## src/vdisp_defs.svh

```systemverilog
//*********************************************************************
// Shared width and size defines for the vector dispatcher
//   VDISP_XLEN  : scalar operand and result width
//   VDISP_VLENB : bytes in one vector register
//   VDISP_ELENB : bytes in the widest element
//*********************************************************************

`ifndef VDISP_DEFS_SVH
`define VDISP_DEFS_SVH

// Scalar register width, fixed for RV32
`define VDISP_XLEN 32

// VLEN of 128 bits
`define VDISP_VLENB 16

// ELEN of 64 bits
`define VDISP_ELENB 8

`endif
```

## src/vdisp_pkg.sv

```systemverilog
//*********************************************************************
// Vector dispatcher package
//   vdisp_op_e  : decoded operation
//   vew_e       : element width encoding
//   vtype_t     : vtype CSR fields
//   csr_addr_e  : vector CSR addresses
//*********************************************************************

`default_nettype none

package vdisp_pkg;

  // Operations understood by the dispatcher
  typedef enum logic [3:0] {
    OP_VSETVLI = 4'd0,
    OP_VSETVL  = 4'd1,
    // Register operand forms
    OP_CSRRW   = 4'd2,
    OP_CSRRS   = 4'd3,
    OP_CSRRC   = 4'd4,
    // 5-bit immediate forms
    OP_CSRRWI  = 4'd5,
    OP_CSRRSI  = 4'd6,
    OP_CSRRCI  = 4'd7,
    OP_ILLEGAL = 4'd15
  } vdisp_op_e;

  // SEW encoding, codes 4 to 7 reserved
  typedef enum logic [2:0] {
    EW8  = 3'd0,
    EW16 = 3'd1,
    EW32 = 3'd2,
    EW64 = 3'd3
  } vew_e;

  // Compact vtype, vlmul is signed log2 of LMUL
  typedef struct packed {
    logic              vill;
    logic              vma;
    logic              vta;
    vew_e              vsew;
    logic signed [2:0] vlmul;
  } vtype_t;

  typedef enum logic [11:0] {
    CSR_VSTART = 12'h008,
    CSR_VL     = 12'hC20,
    CSR_VTYPE  = 12'hC21,
    CSR_VLENB  = 12'hC22
  } csr_addr_e;

endpackage

`default_nettype wire

```

## src/vdisp_if.sv

```systemverilog
//*********************************************************************
// Stage interfaces of the vector dispatcher
//   dec_if : decoded instruction, decode to execute
//   exe_if : response and take, execute to result
//*********************************************************************

`timescale 1ns/10ps
`default_nettype none

`include "vdisp_defs.svh"

interface dec_if;
  logic                    valid;
  vdisp_pkg::vdisp_op_e    op;
  // Raw CSR field, may hold addresses outside csr_addr_e
  logic [11:0]             csr;
  logic [`VDISP_XLEN-1:0]  rs1_val;
  logic [`VDISP_XLEN-1:0]  rs2_val;
  logic [4:0]              uimm;
  logic [10:0]             zimm;
  // Register index fields equal to x0
  logic                    rs1_zero;
  logic                    rd_zero;
  logic [3:0]              trans_id;

  modport dec_mp (
    output valid, op, csr, rs1_val, rs2_val, uimm, zimm, rs1_zero, rd_zero, trans_id
  );

  modport exe_mp (
    input valid, op, csr, rs1_val, rs2_val, uimm, zimm, rs1_zero, rd_zero, trans_id
  );
endinterface

interface exe_if;
  logic                   valid;
  logic [`VDISP_XLEN-1:0] result;
  logic                   error;
  logic [3:0]             trans_id;
  // Response register can accept this cycle
  logic                   take;

  modport exe_mp (
    output valid, result, error, trans_id,
    input  take
  );

  modport res_mp (
    input  valid, result, error, trans_id,
    output take
  );
endinterface

`default_nettype wire

```

## src/vdisp_top.sv

```systemverilog
//*********************************************************************
// Vector dispatcher top level
//   Decode, execute and response stages
//   Plain valid/ready request and response ports
//*********************************************************************

`timescale 1ns/10ps
`default_nettype none

`include "vdisp_defs.svh"

module vdisp_top (
  input  logic                   clk_i,
  input  logic                   reset_i,
  // Request from the scalar core
  input  logic                   req_valid_i,
  output logic                   req_ready_o,
  input  logic [31:0]            req_insn_i,
  input  logic [`VDISP_XLEN-1:0] req_rs1_i,
  input  logic [`VDISP_XLEN-1:0] req_rs2_i,
  input  logic [3:0]             req_trans_id_i,
  // Response to the scalar core
  output logic                   resp_valid_o,
  input  logic                   resp_ready_i,
  output logic [`VDISP_XLEN-1:0] resp_result_o,
  output logic                   resp_error_o,
  output logic [3:0]             resp_trans_id_o
);

  dec_if dec_bus ();
  exe_if exe_bus ();

  // Request valid feeds the decoded valid
  vdisp_decode u_decode (
    .req_valid_i    (req_valid_i),
    .req_insn_i     (req_insn_i),
    .req_rs1_i      (req_rs1_i),
    .req_rs2_i      (req_rs2_i),
    .req_trans_id_i (req_trans_id_i),
    .dec_o          (dec_bus.dec_mp)
  );

  vdisp_execute u_execute (
    .clk_i   (clk_i),
    .reset_i (reset_i),
    .dec_i   (dec_bus.exe_mp),
    .exe_o   (exe_bus.exe_mp)
  );

  // Ready follows take of the response register
  vdisp_result u_result (
    .clk_i           (clk_i),
    .reset_i         (reset_i),
    .exe_i           (exe_bus.res_mp),
    .req_ready_o     (req_ready_o),
    .resp_valid_o    (resp_valid_o),
    .resp_ready_i    (resp_ready_i),
    .resp_result_o   (resp_result_o),
    .resp_error_o    (resp_error_o),
    .resp_trans_id_o (resp_trans_id_o)
  );

endmodule

`default_nettype wire

```

## src/vdisp_result.sv

```systemverilog
//*********************************************************************
// Response stage of the vector dispatcher
//   One-entry output register held under back-pressure
//   Take and request ready generation
//*********************************************************************

`timescale 1ns/10ps
`default_nettype none

`include "vdisp_defs.svh"

module vdisp_result (
  input  logic                   clk_i,
  input  logic                   reset_i,
  exe_if.res_mp                  exe_i,
  output logic                   req_ready_o,
  output logic                   resp_valid_o,
  input  logic                   resp_ready_i,
  output logic [`VDISP_XLEN-1:0] resp_result_o,
  output logic                   resp_error_o,
  output logic [3:0]             resp_trans_id_o
);

  logic                   valid_q;
  logic [`VDISP_XLEN-1:0] result_q;
  logic                   error_q;
  logic [3:0]             trans_id_q;
  logic                   take;

  // Empty, or drained on this same edge
  assign take = !valid_q || resp_ready_i;

  always_ff @(posedge clk_i) begin
    if (reset_i) begin
      valid_q <= 1'b0;
    end else if (take) begin
      valid_q <= exe_i.valid;
    end
  end

  // Payload only moves on a load
  always_ff @(posedge clk_i) begin
    if (exe_i.valid && take) begin
      result_q   <= exe_i.result;
      error_q    <= exe_i.error;
      trans_id_q <= exe_i.trans_id;
    end
  end

  assign exe_i.take = take;

  // Execute answers in the accepting cycle
  assign req_ready_o     = take;
  assign resp_valid_o    = valid_q;
  assign resp_result_o   = result_q;
  assign resp_error_o    = error_q;
  assign resp_trans_id_o = trans_id_q;

endmodule

`default_nettype wire

```

## src/vdisp_execute.sv

```systemverilog
//*********************************************************************
// Execute stage of the vector dispatcher
//   vstart, vl and vtype architectural registers
//   vsetvli / vsetvl legality check, VLMAX and stripmining
//   CSR read, write, set and clear with error reporting
//*********************************************************************

`timescale 1ns/10ps
`default_nettype none

`include "vdisp_defs.svh"

module vdisp_execute (
  input  logic  clk_i,
  input  logic  reset_i,
  dec_if.exe_mp dec_i,
  exe_if.exe_mp exe_o
);

  localparam int unsigned ELEN_LOG2 = $clog2(`VDISP_ELENB);
  localparam logic [`VDISP_XLEN-1:0] VLENB_VAL = `VDISP_VLENB;
  // Value taken on reset and on any rejected vtype
  localparam vdisp_pkg::vtype_t VTYPE_ILLEGAL = '{
    vill:  1'b1,
    vma:   1'b0,
    vta:   1'b0,
    vsew:  vdisp_pkg::EW8,
    vlmul: 3'sd0
  };

  logic [`VDISP_XLEN-1:0] vstart_q, vstart_d;
  logic [`VDISP_XLEN-1:0] vl_q, vl_d;
  vdisp_pkg::vtype_t      vtype_q, vtype_d;

  vdisp_pkg::vtype_t      cfg_vtype;
  logic                   cfg_illegal;
  logic [2:0]             sew_log2;
  logic [2:0]             lmul_mag;
  logic [`VDISP_XLEN-1:0] vlmax;
  logic [`VDISP_XLEN-1:0] cfg_vl;
  logic [`VDISP_XLEN-1:0] csr_src;
  logic [`VDISP_XLEN-1:0] resp_result;
  logic                   resp_error;

  // Full CSR image, vill at the top
  function automatic logic [`VDISP_XLEN-1:0] vtype_to_xlen(vdisp_pkg::vtype_t vt);
    return {vt.vill, {(`VDISP_XLEN-9){1'b0}}, vt.vma, vt.vta, vt.vsew, vt.vlmul};
  endfunction

  // Requested vtype never carries vill
  function automatic vdisp_pkg::vtype_t vtype_from_xlen(logic [`VDISP_XLEN-1:0] x);
    return '{
      vill:  1'b0,
      vma:   x[7],
      vta:   x[6],
      vsew:  vdisp_pkg::vew_e'(x[5:3]),
      vlmul: x[2:0]
    };
  endfunction

  // zimm for vsetvli, rs2 for vsetvl
  assign cfg_vtype = (dec_i.op == vdisp_pkg::OP_VSETVLI) ?
                     vtype_from_xlen({{(`VDISP_XLEN-11){1'b0}}, dec_i.zimm}) :
                     vtype_from_xlen(dec_i.rs2_val);

  assign sew_log2 = cfg_vtype.vsew;

  // SEW above ELEN, reserved LMUL, or LMUL < SEW/ELEN
  assign cfg_illegal = (sew_log2 > 3'(ELEN_LOG2)) ||
                       (cfg_vtype.vlmul == 3'sb100) ||
                       ((int'(ELEN_LOG2) + int'(cfg_vtype.vlmul)) < int'(sew_log2));

  // Magnitude of log2 LMUL for fractional settings
  assign lmul_mag = cfg_vtype.vlmul[2] ? 3'(-cfg_vtype.vlmul) : cfg_vtype.vlmul;

  // VLMAX = LMUL * VLEN / SEW
  assign vlmax = cfg_vtype.vlmul[2] ? ((VLENB_VAL >> sew_log2) >> lmul_mag) :
                                      ((VLENB_VAL >> sew_log2) << lmul_mag);

  always_comb begin
    if (cfg_illegal) begin
      cfg_vl = '0;
    end else if (dec_i.rs1_zero && dec_i.rd_zero) begin
      // Keep current vl
      cfg_vl = vl_q;
    end else if (dec_i.rs1_zero) begin
      cfg_vl = vlmax;
    end else begin
      // Stripmining
      cfg_vl = (dec_i.rs1_val > vlmax) ? vlmax : dec_i.rs1_val;
    end
  end

  // Immediate forms take uimm zero-extended
  assign csr_src = (dec_i.op inside {vdisp_pkg::OP_CSRRWI, vdisp_pkg::OP_CSRRSI,
                                     vdisp_pkg::OP_CSRRCI}) ?
                   {{(`VDISP_XLEN-5){1'b0}}, dec_i.uimm} : dec_i.rs1_val;

  always_comb begin
    vstart_d    = vstart_q;
    vl_d        = vl_q;
    vtype_d     = vtype_q;
    resp_result = '0;
    resp_error  = 1'b0;
    case (dec_i.op)
      vdisp_pkg::OP_VSETVLI, vdisp_pkg::OP_VSETVL: begin
        vtype_d     = cfg_illegal ? VTYPE_ILLEGAL : cfg_vtype;
        vl_d        = cfg_vl;
        resp_result = cfg_vl;
      end
      // Only vstart is writable
      vdisp_pkg::OP_CSRRW, vdisp_pkg::OP_CSRRWI: begin
        if (dec_i.csr == vdisp_pkg::CSR_VSTART) begin
          resp_result = vstart_q;
          vstart_d    = csr_src;
        end else begin
          resp_error = 1'b1;
        end
      end
      vdisp_pkg::OP_CSRRS, vdisp_pkg::OP_CSRRSI,
      vdisp_pkg::OP_CSRRC, vdisp_pkg::OP_CSRRCI: begin
        case (dec_i.csr)
          vdisp_pkg::CSR_VSTART: begin
            resp_result = vstart_q;
            if (dec_i.op inside {vdisp_pkg::OP_CSRRS, vdisp_pkg::OP_CSRRSI}) begin
              vstart_d = vstart_q | csr_src;
            end else begin
              vstart_d = vstart_q & ~csr_src;
            end
          end
          // Read-only CSRs, legal only without a source
          vdisp_pkg::CSR_VL: begin
            resp_result = dec_i.rs1_zero ? vl_q : '0;
            resp_error  = !dec_i.rs1_zero;
          end
          vdisp_pkg::CSR_VTYPE: begin
            resp_result = dec_i.rs1_zero ? vtype_to_xlen(vtype_q) : '0;
            resp_error  = !dec_i.rs1_zero;
          end
          vdisp_pkg::CSR_VLENB: begin
            resp_result = dec_i.rs1_zero ? VLENB_VAL : '0;
            resp_error  = !dec_i.rs1_zero;
          end
          default: resp_error = 1'b1;
        endcase
      end
      default: resp_error = 1'b1;
    endcase
  end

  // Commit only when the response is accepted
  always_ff @(posedge clk_i) begin
    if (reset_i) begin
      vstart_q <= '0;
      vl_q     <= '0;
      vtype_q  <= VTYPE_ILLEGAL;
    end else if (dec_i.valid && exe_o.take) begin
      vstart_q <= vstart_d;
      vl_q     <= vl_d;
      vtype_q  <= vtype_d;
    end
  end

  assign exe_o.valid    = dec_i.valid;
  assign exe_o.result   = resp_result;
  assign exe_o.error    = resp_error;
  assign exe_o.trans_id = dec_i.trans_id;

endmodule

`default_nettype wire

```

## src/vdisp_decode.sv

```systemverilog
//*********************************************************************
// Instruction decoder of the vector dispatcher
//   Major opcode and funct3 match for OP-V config and SYSTEM CSR ops
//   Field extraction for CSR address, immediates and x0 flags
//*********************************************************************

`timescale 1ns/10ps
`default_nettype none

`include "vdisp_defs.svh"

module vdisp_decode (
  input  logic                   req_valid_i,
  input  logic [31:0]            req_insn_i,
  input  logic [`VDISP_XLEN-1:0] req_rs1_i,
  input  logic [`VDISP_XLEN-1:0] req_rs2_i,
  input  logic [3:0]             req_trans_id_i,
  dec_if.dec_mp                  dec_o
);

  logic [6:0] opcode;
  logic [2:0] funct3;
  logic [4:0] rd_idx;
  logic [4:0] rs1_idx;

  // Standard 32-bit encoding fields
  assign opcode  = req_insn_i[6:0];
  assign rd_idx  = req_insn_i[11:7];
  assign funct3  = req_insn_i[14:12];
  assign rs1_idx = req_insn_i[19:15];

  always_comb begin
    dec_o.op = vdisp_pkg::OP_ILLEGAL;
    case (opcode)
      // OP-V major opcode
      7'h57: begin
        // OPCFG funct3 holds the vset family
        if (funct3 == 3'b111) begin
          if (!req_insn_i[31]) begin
            dec_o.op = vdisp_pkg::OP_VSETVLI;
          end else if (req_insn_i[31:25] == 7'b1000000) begin
            dec_o.op = vdisp_pkg::OP_VSETVL;
          end
        end
      end
      // SYSTEM major opcode
      7'h73: begin
        case (funct3)
          3'b001:  dec_o.op = vdisp_pkg::OP_CSRRW;
          3'b010:  dec_o.op = vdisp_pkg::OP_CSRRS;
          3'b011:  dec_o.op = vdisp_pkg::OP_CSRRC;
          3'b101:  dec_o.op = vdisp_pkg::OP_CSRRWI;
          3'b110:  dec_o.op = vdisp_pkg::OP_CSRRSI;
          3'b111:  dec_o.op = vdisp_pkg::OP_CSRRCI;
          // ecall, ebreak and reserved funct3
          default: dec_o.op = vdisp_pkg::OP_ILLEGAL;
        endcase
      end
      default: dec_o.op = vdisp_pkg::OP_ILLEGAL;
    endcase
  end

  // Operand fields, meaningful only for the matching op
  assign dec_o.csr      = req_insn_i[31:20];
  assign dec_o.uimm     = rs1_idx;
  assign dec_o.zimm     = req_insn_i[30:20];
  assign dec_o.rs1_zero = (rs1_idx == 5'd0);
  assign dec_o.rd_zero  = (rd_idx == 5'd0);

  // Pass-along of request payload
  assign dec_o.valid    = req_valid_i;
  assign dec_o.rs1_val  = req_rs1_i;
  assign dec_o.rs2_val  = req_rs2_i;
  assign dec_o.trans_id = req_trans_id_i;

endmodule

`default_nettype wire

```

## config.mk

```make
export PLATFORM = sky130hd
export DESIGN_NAME = vdisp_top
export DESIGN_NICKNAME = d
export VERILOG_FILES = /design/src/vdisp_pkg.sv /design/src/vdisp_if.sv /design/src/vdisp_top.sv /design/src/vdisp_result.sv /design/src/vdisp_execute.sv /design/src/vdisp_decode.sv
export VERILOG_INCLUDE_DIRS = /design/src /design/src/src
export SDC_FILE = /design/constraint.sdc
export NUM_CORES = 1
export LEC_CHECK = 0
export BUFFER_PORTS_ARGS = -buffer_cell sky130_fd_sc_hd__buf_2
export CAP_MARGIN = 10
export CORE_MARGIN = 4
export CORE_UTILIZATION = 60
export CTS_BUF_LIST = sky130_fd_sc_hd__clkbuf_8 sky130_fd_sc_hd__clkbuf_16
export DETAILED_ROUTE_END_ITERATION = 8
export GPL_TIMING_DRIVEN = 0
export HOLD_SLACK_MARGIN = 0.12
export PLACE_DENSITY = 0.95
export SLEW_MARGIN = 15
export SYNTH_ARGS = -nofsm -noshare
export SYNTH_HDL_FRONTEND = slang
export SYNTH_HIERARCHICAL = 1
export SYNTH_SLANG_ARGS = --single-unit
```

## constraint.sdc

```tcl
create_clock -name clk_i -period 17.65 [get_ports clk_i]
set_input_delay 5.295 -clock clk_i [delete_from_list [all_inputs] [get_ports clk_i]]
set_output_delay 5.295 -clock clk_i [all_outputs]
set_load 0.005 [all_outputs]
```

==> results of run 1 <==
[layer usage]
metal	vias to the layer above	global-route usage
met4	0	0.136
li1	2894	-
met2	440	0.458
met3	70	0.0507
met5	-	0
met1	2971	0.369
[power by group through the flow]
| stage | sequential, mW | combinational, mW | clock, mW |
|---|---|---|---|
| final | 0.268 | 0.0650 | 0.196 |
| after global routing | 0.269 | 0.0707 | 0.210 |
| after CTS | 0.268 | 0.0642 | 0.196 |
| after detailed placement | 0.274 | 0.0639 | 0 |
| after global placement | 0.274 | 0.0623 | 0 |
| after floorplan | 0.275 | 0.0438 | 0 |
[critical path, stage by stage]
cell and delay, ns:
buf_2 0.11, or4_4 0.56, nor4_4 0.17, o31ai_1 0.24, nor4_4 0.70, clkbuf_1 0.49, mux2i_1 0.37, ha_1 0.37
or2_2 0.34, o32ai_1 0.37, inv_1 0.08, ha_1 0.19, a21o_1 0.18, a221o_1 0.31, a211oi_1 0.32, a31oi_1 0.32
nor2_1 0.53, mux2i_1 0.24, o31ai_1 0.46
[stage by stage]
stage	cell area, sq um	hold WS [ns]	total power [mW]	cells	utilization
CTS	7610	0.464	0.528	994	0.696
floorplan	6800	0.426	0.319	770	-
global placement	7320	0.433	0.336	978	0.669
global route	7610	0.493	0.550	994	0.696
finish	7610	0.466	0.529	994	0.696
detailed placement	7320	0.444	0.338	978	0.669
[layout make-up]
class	instances	area share
buffer	123	0.101
clock buffer	9	0.0296
clock inverter	7	0.00839
inverter	7	0.00345
multi-input combinational	529	0.449
sequential	111	0.341
tap	140	0.0230
timing repair buffer	68	0.0447
[placed cells by master (no fill, tap or decap), types with 6 or more instances in the layout]
cell	count
nand2_1	63
nor3_1	9
nor4_1	10
a22oi_1	8
a211oi_1	9
nor4b_1	7
nor2b_1	9
and2_1	24
mux2_2	7
nand2b_1	11
o21ai_0	57
nand4_1	7
dfxtp_1	74
inv_1	8
a22o_1	27
buf_4	76
ha_1	15
or3_1	6
edfxtp_1	37
buf_2	72
nand3b_1	7
mux2i_1	23
o22ai_1	9
a21oi_1	87
nor2_1	41
o31ai_1	8
clkbuf_16	9
clkbuf_1	38
[worst min path at each step]
stage,startpoint,end,slack (ns),cells past startpoint
finish,u_execute/vtype_q[8],u_execute/vtype_q[8],0.47,1
global route,u_execute/vtype_q[8],u_execute/vtype_q[8],0.49,1
CTS,u_execute/vtype_q[8],u_execute/vtype_q[8],0.46,1
detailed placement,u_execute/vl_q[12],u_execute/vl_q[12],0.44,1
global placement,u_execute/vtype_q[8],u_execute/vtype_q[8],0.43,1
floorplan,u_execute/vtype_q[8],u_execute/vtype_q[8],0.43,1
==> reports/metrics.yaml, run 1 <==
placement:
  dp_hpwl_microns: 13900
  portBuffers: 68
  place_congestion: 0.954
  place_ws_ns: 5.85
drt:
  top_layer: "met4"
  wl_met3_microns: 1910
  dr_wl_met2_microns: 8850
  ant_nets: 0
  routed_wl_microns: 18800
  drt_iter0_drc: 958
  drc: 0
  wl_met1_microns: 7240
  wire_per_inst_microns: 18.9
  dr_total_vias: 6375
  drtPass1Iterations: 6
  routed_via_density: 6.41
sta:
  finalSetupTns_ns: 0
  finalWorstSetupSlack_ns: 6.06
  fin_skew_ns: 0.00896
  maxSlewViolCount: 0
  setup_viol: 0
  hold_viol_final: 0
  slew_headroom: 0.287
  fin_crit_sh: 0.656
  tightest_slew_ns: 1.04
  period_minus_slack_ns: 11.59
  clock.fmax_mhz: 86.3
  rsz0062_at_grt: "false"
global_routing:
  overflow: 0
  grt_pass1_wl_microns: 29900
  antenna_found_initial: 0
  grt_start_max_net_pins: 38
  gr-usage-all-layers: 0.284
  grt_pass1_vias: 5908
floorplanning:
  initial_utilization: 0.621
  die_y_microns: 114
  die-area_sq_mm: 0.0131
  die_w_microns: 114
  row_count: 38
  coreArea_sq_mm: 0.0109
  num_io_pins: 143
setup_path:
  timing.rr.start: "u_result/resp_valid_o"
  crit_end: "u_result/resp_result_o[4]"
  cp_max_fo: 10
  end_kind: "register"
  startpoint: "req_insn_i[26]"
  r2r_cells: 8
  arrival_ns: 11.67
  reg2reg_slack_ns: 15.40
  cp-start-kind: "input port"
  critical_path_class: "in -> reg"
  worstPathRequired_ns: 17.73
power_and_ir_drop:
  switching_power_mw: 0.134
  p_seq_frac: 0.507
  p_comb_frac: 0.123
  p_clk_frac: 0.370
  p_leak_nw: 2.90
  irDropWorstVdd_uv: 69.0
  swShare: 0.252
  power_density_mw_per_mm2: 69.6
  p_int_mw: 0.396
clocking:
  cts_sinks: 111
  cts_buffers: 9
  post_cts_buffers: 0
  cts_max_level: 3
  clkTransAtPathRegs_ns: 0.07
  postCtsResizedCells: 0
  ctsRootBufferMaster: "clkbuf_16"
  clock_path_buffers: 2
  cts_hold_buf: 0
  cts_tree: "built"
  clk_latency_ns: 0.34
synth:
  yosys_warnings: 6
  synth_area_sq_mm: 0.00679
  syn_area_per_cell_sq_um: 8.85
  synthCells: 767
final_layout:
  nNetsFinal: 968
  ff_latch_area_sq_mm: 0.00259
  fill_cells: 809
  layout-drive-gt1-share: 0.230
  num_antenna_cells: 0
  multi_input_comb_area_sq_mm: 0.00341
  area_growth_pct: 12.0
hold_path:
  hold_path_class: "reg -> reg"
run:
  maxCapViolCount: 0
run_status:
  outcome: "finished, final reports clean"
No activity file was read; power rests on OpenSTA's default activity.
==> run 2, diff against run 1 <==
Settings changed: CORE_UTILIZATION 60 to 51, PLACE_DENSITY 0.95 to 0.88.
Clock period 17.65 ns to 10.57 ns, I/O delays scaled along.
==> run 2 against run 1 <==
Against the previous run:
- register-to-register slack worse by 7.1 ns
- total power rose by 67%
- first-iteration DRC count fell by 8.0%
- via count is 1.2% lower
- non-clock buffer count stayed put
- highest routed layer is now met5
- largest power group unchanged
- die area is 16% higher
- hold slack gained 0.0054 ns
- combinational power grew 66%
- clock skew is 0.0011 ns lower
- worst setup slack got worse by 4.9 ns
- core utilization fell by 9.9 points
==> reports/metrics.yaml, run 2 (synthesis gave the netlist of run 1 again) <==
clocking:
  postCtsResizedCells: 0
  clk_latency_ns: 0.35
  cts_hold_buf: 0
  cts_tree: "built"
  clock_path_buffers: 2
  clkTransAtPathRegs_ns: 0.08
  post_cts_buffers: 0
  ctsRootBufferMaster: "clkbuf_16"
  cts_max_level: 3
  cts_buffers: 9
  cts_sinks: 111
power_and_ir_drop:
  irDropWorstVdd_uv: 70.8
  p_leak_nw: 2.90
  finalPower_mw: 0.886
  power_density_mw_per_mm2: 116
sta:
  slew_headroom: 0.325
  setup_viol: 0
  finalWorstSetupSlack_ns: 1.20
  rsz0062_at_grt: "false"
  period_minus_slack_ns: 9.37
  hold_viol_final: 0
  clock.fmax_mhz: 107
  tightest_slew_ns: 1.00
  finalSetupTns_ns: 0
  holdWs_ns: 0.472
  maxSlewViolCount: 0
  fin_crit_sh: 0.886
  fin_skew_ns: 0.00790
setup_path:
  critical_path_class: "in -> reg"
  worstPathRequired_ns: 10.64
  cp_slowest_stage_delay_ns: 0.71
  arrival_ns: 9.43
  path_buf_inv: 3
  crit_path_top_delay_cell: "nor4_4"
  path_cells: "buf_2, or4_4, nor4_4, o31ai_1, nor4_4, clkbuf_1, mux2i_1, ha_1, or2_2, o32ai_1, inv_1, ha_1, a21o_1, a221o_1, a211oi_1, a31oi_1, nor2_1, mux2i_1, o31ai_1"
  cp_max_fo: 10
  end_kind: "register"
  cp_top_family: "simple AND/OR/NAND/NOR gates"
  cp-start-kind: "input port"
global_routing:
  grt_start_max_net_pins: 38
  grt_pass1_wl_microns: 29400
  grt_pass1_vias: 6017
  antenna_found_initial: 1
  gr-usage-all-layers: 0.242
  overflow: 0
floorplanning:
  die_y_microns: 123
  initial_utilization: 0.529
  die_w_microns: 123
  row_count: 41
  die-area_sq_mm: 0.0152
  coreArea_sq_mm: 0.0128
  num_io_pins: 143
drt:
  ant_nets: 0
  routed_via_density: 6.14
  drtPass1Iterations: 5
  routed_wl_microns: 18700
  wire_per_inst_microns: 18.2
  drt_iter0_drc: 881
  dr_total_vias: 6297
  drc: 0
placement:
  dp_hpwl_microns: 13600
  dpl_cell_area_sq_mm: 0.00736
  portBuffers: 68
  place_ws_ns: 1.00
  place_congestion: 0.938
  dp.cells: 1010
final_layout:
  layout-drive-gt1-share: 0.231
  fin_area_sq_mm: 0.00765
  layout.cells.non_filler: 1026
  nNetsFinal: 968
  layout_commonest_cell: "a21oi_1"
  final_util: 0.597
  mostFrequentLayoutCells: "a21oi_1 (87), buf_4 (76), dfxtp_1 (74)"
  num_antenna_cells: 0
  area_growth_pct: 12.7
run:
  maxCapViolCount: 0
run_status:
  outcome: "finished, final reports clean"
hold_path:
  hold_path_class: "reg -> reg"
[run 2: changes by cell type in the layout (fill, tap and decap cells not counted), sizes merged]
cell,delta
clkbuf,+1
clkinvlp,+1
inv,-2
[run 2: per-layer routing]
| metal | GRT usage | up-vias | share of wire |
|---|---|---|---|
| met3 | 0.0393 | 86 | 0.10 |
| met5 | 0 | - | 0.00037 |
| li1 | - | 2891 | - |
| met4 | 0.109 | 2 | 0.042 |
| met1 | 0.306 | 2920 | 0.39 |
| met2 | 0.406 | 398 | 0.47 |
[run 2: final cells by class]
class	instances	area [sq um]
Sequential cell	111	2590
Buffer	123	768
Clock buffer	10	239
Multi-Input combinational cell	529	3410
Timing Repair Buffer	68	340
Clock inverter	6	58.8
Inverter	7	26.3
Fill cell	1088	5170
Tap cell	172	215
[run 2: path summary, 6_finish.rpt]
kind                         startpoint                        end  cells after the start  slack [ns]
hold / removal       u_execute/vl_q[16]         u_execute/vl_q[16]                      1        0.47
setup / recovery         req_insn_i[26]  u_result/resp_result_o[4]                     19        1.20
setup reg to reg  u_result/resp_valid_o                   register                      8        8.27
hold reg to reg      u_execute/vl_q[16]         u_execute/vl_q[16]                      1        0.47
[run 2: report_power, final]
| group | internal, mW | leakage [nW] | switching, mW |
|---|---|---|---|
| Sequential | 0.446 | 0.968 | 0.00177 |
| Clock | 0.171 | 0.143 | 0.158 |
| Combinational | 0.0487 | 1.79 | 0.0596 |
==> run 3, diff against run 2 <==
Settings changed: GPL_TIMING_DRIVEN 0 to 1.
Clock period 10.57 ns to 7.9 ns, I/O delays scaled along.
==> run 3 against run 2 <==
Against the previous run:
- die area stayed put
- first-iteration DRC count is 1.4% lower
- core utilization is 3.0 points lower
==> reports/metrics.yaml, run 3 (synthesis gave the netlist of run 1 again) <==
run_status:
  outcome: "finished, final reports clean"
power_and_ir_drop:
  irDropWorstVdd_uv: 106
  finalPower_mw: 1.17
  p_leak_nw: 2.73
  power_density_mw_per_mm2: 161
setup_path:
  path_cells: "buf_2, or4_4, nor4_4, o31ai_1, or4_4, mux2i_1, ha_1, or2_2, o32ai_1, inv_1, ha_1, a21o_1, a221o_1, a211oi_1, a31oi_1, buf_4, o32ai_1, a21oi_1, o2bb2ai_1"
  path_buf_inv: 3
  arrival_ns: 7.22
  worstPathRequired_ns: 7.98
  cp-start-kind: "input port"
  crit_path_top_delay_cell: "or4_4"
  startpoint: "req_insn_i[26]"
  critical_path_class: "in -> reg"
  timing.rr.start: "u_result/resp_valid_o"
  cp_top_family: "compound AO/OA/AOI/OAI gates"
  end_kind: "register"
  cp_max_fo: 7
  cp_slowest_stage_delay_ns: 0.62
final_layout:
  mostFrequentLayoutCells: "buf_2 (118), a21oi_1 (87), dfxtp_1 (74)"
  nNetsFinal: 912
  area_growth_pct: 7.11
  layout-drive-gt1-share: 0.229
  layout_commonest_cell: "buf_2"
floorplanning:
  num_io_pins: 143
  coreArea_sq_mm: 0.0128
  initial_utilization: 0.529
  row_count: 41
  die_y_microns: 123
  die-area_sq_mm: 0.0152
  die_w_microns: 123
clocking:
  cts_max_level: 3
  ctsRootBufferMaster: "clkbuf_16"
  cts_sinks: 111
  clk_latency_ns: 0.34
  clkTransAtPathRegs_ns: 0.07
  cts_buffers: 9
  clock_path_buffers: 2
  post_cts_buffers: 0
  cts_tree: "built"
  postCtsResizedCells: 0
  cts_hold_buf: 0
global_routing:
  grt_start_max_net_pins: 39
  grt_pass1_wl_microns: 27400
  antenna_found_initial: 1
  grt_pass1_vias: 5579
  gr-usage-all-layers: 0.225
  overflow: 0
drt:
  ant_nets: 0
  wire_per_inst_microns: 18.2
  drtPass1Iterations: 6
  routed_wl_microns: 17700
  drt_iter0_drc: 869
  drc: 0
  routed_via_density: 6.23
  dr_total_vias: 6046
sta:
  setup_viol: 0
  tightest_slew_ns: 0.916
  period_minus_slack_ns: 7.15
  fin_skew_ns: 0.00500
  hold_viol_final: 0
  finalSetupTns_ns: 0
  fin_crit_sh: 0.905
  maxSlewViolCount: 0
  rsz0062_at_grt: "false"
  clock.fmax_mhz: 140
  slew_headroom: 0.384
placement:
  dp_hpwl_microns: 12100
  portBuffers: 118
  place_congestion: 0.931
run:
  maxCapViolCount: 0
hold_path:
  min_from: "u_execute/vtype_q[8]"
  hold_path_class: "reg -> reg"
[run 3: changes by cell type in the layout (fill, tap and decap cells not counted), moves of 2 or more]
cell | before | now
buf_1 | 2 | 0
buf_2 | 72 | 118
buf_4 | 76 | 17
buf_6 | 2 | 0
clkbuf_1 | 38 | 0
[run 3: per-layer routing]
metal	vias to the layer above	share of wire	global-route usage
met5	-	0	0
met4	0	0.033	0.0830
met3	71	0.10	0.0375
met2	391	0.47	0.376
met1	2804	0.39	0.293
li1	2780	-	-
[run 3: through the flow]
step	utilization	instances	setup slack [ns]	cell area (sq um)	hold slack, ns
final	0.567	971	0.754	7270	0.462
after global routing	0.567	971	0.456	7270	0.477
after CTS	0.567	970	0.791	7270	0.462
after detailed placement	0.544	954	0.426	6970	0.444
after global placement	0.544	954	0.519	6970	0.435
after floorplan	-	770	0.362	6800	0.426
[run 3: layout make-up]
type	instances	area [sq um]
antenna	1	2.50
clock buffer	9	225
clock inverter	7	72.6
fill	1082	5550
inverter	7	26.3
multi-input combinational	529	3420
sequential	111	2590
tap	172	215
timing repair buffer	135	718
[run 3: path summary, 6_finish.rpt]
check                                                 end  cells after the start  slack (ns)
worst max-delay path            u_result/resp_result_o[1]                     19        0.75
worst min-delay path                 u_execute/vtype_q[8]                      1        0.46
worst max register to register          u_execute/vl_q[7]                      5        6.12
worst min register to register       u_execute/vtype_q[8]                      1        0.46
[run 3: where the power goes]
part | internal, mW | switching (mW)
clock | 0.224 | 0.220
combinational | 0.0497 | 0.0757
sequential | 0.597 | 0.00265
[run 3: worst reg2reg max path: cells and delay by family (launching register included)]
family,cells,cell delay [ns]
AND/OR/NAND/NOR,3,0.98
AO/OA/AOI/OAI,2,0.39
flip-flops,1,0.34
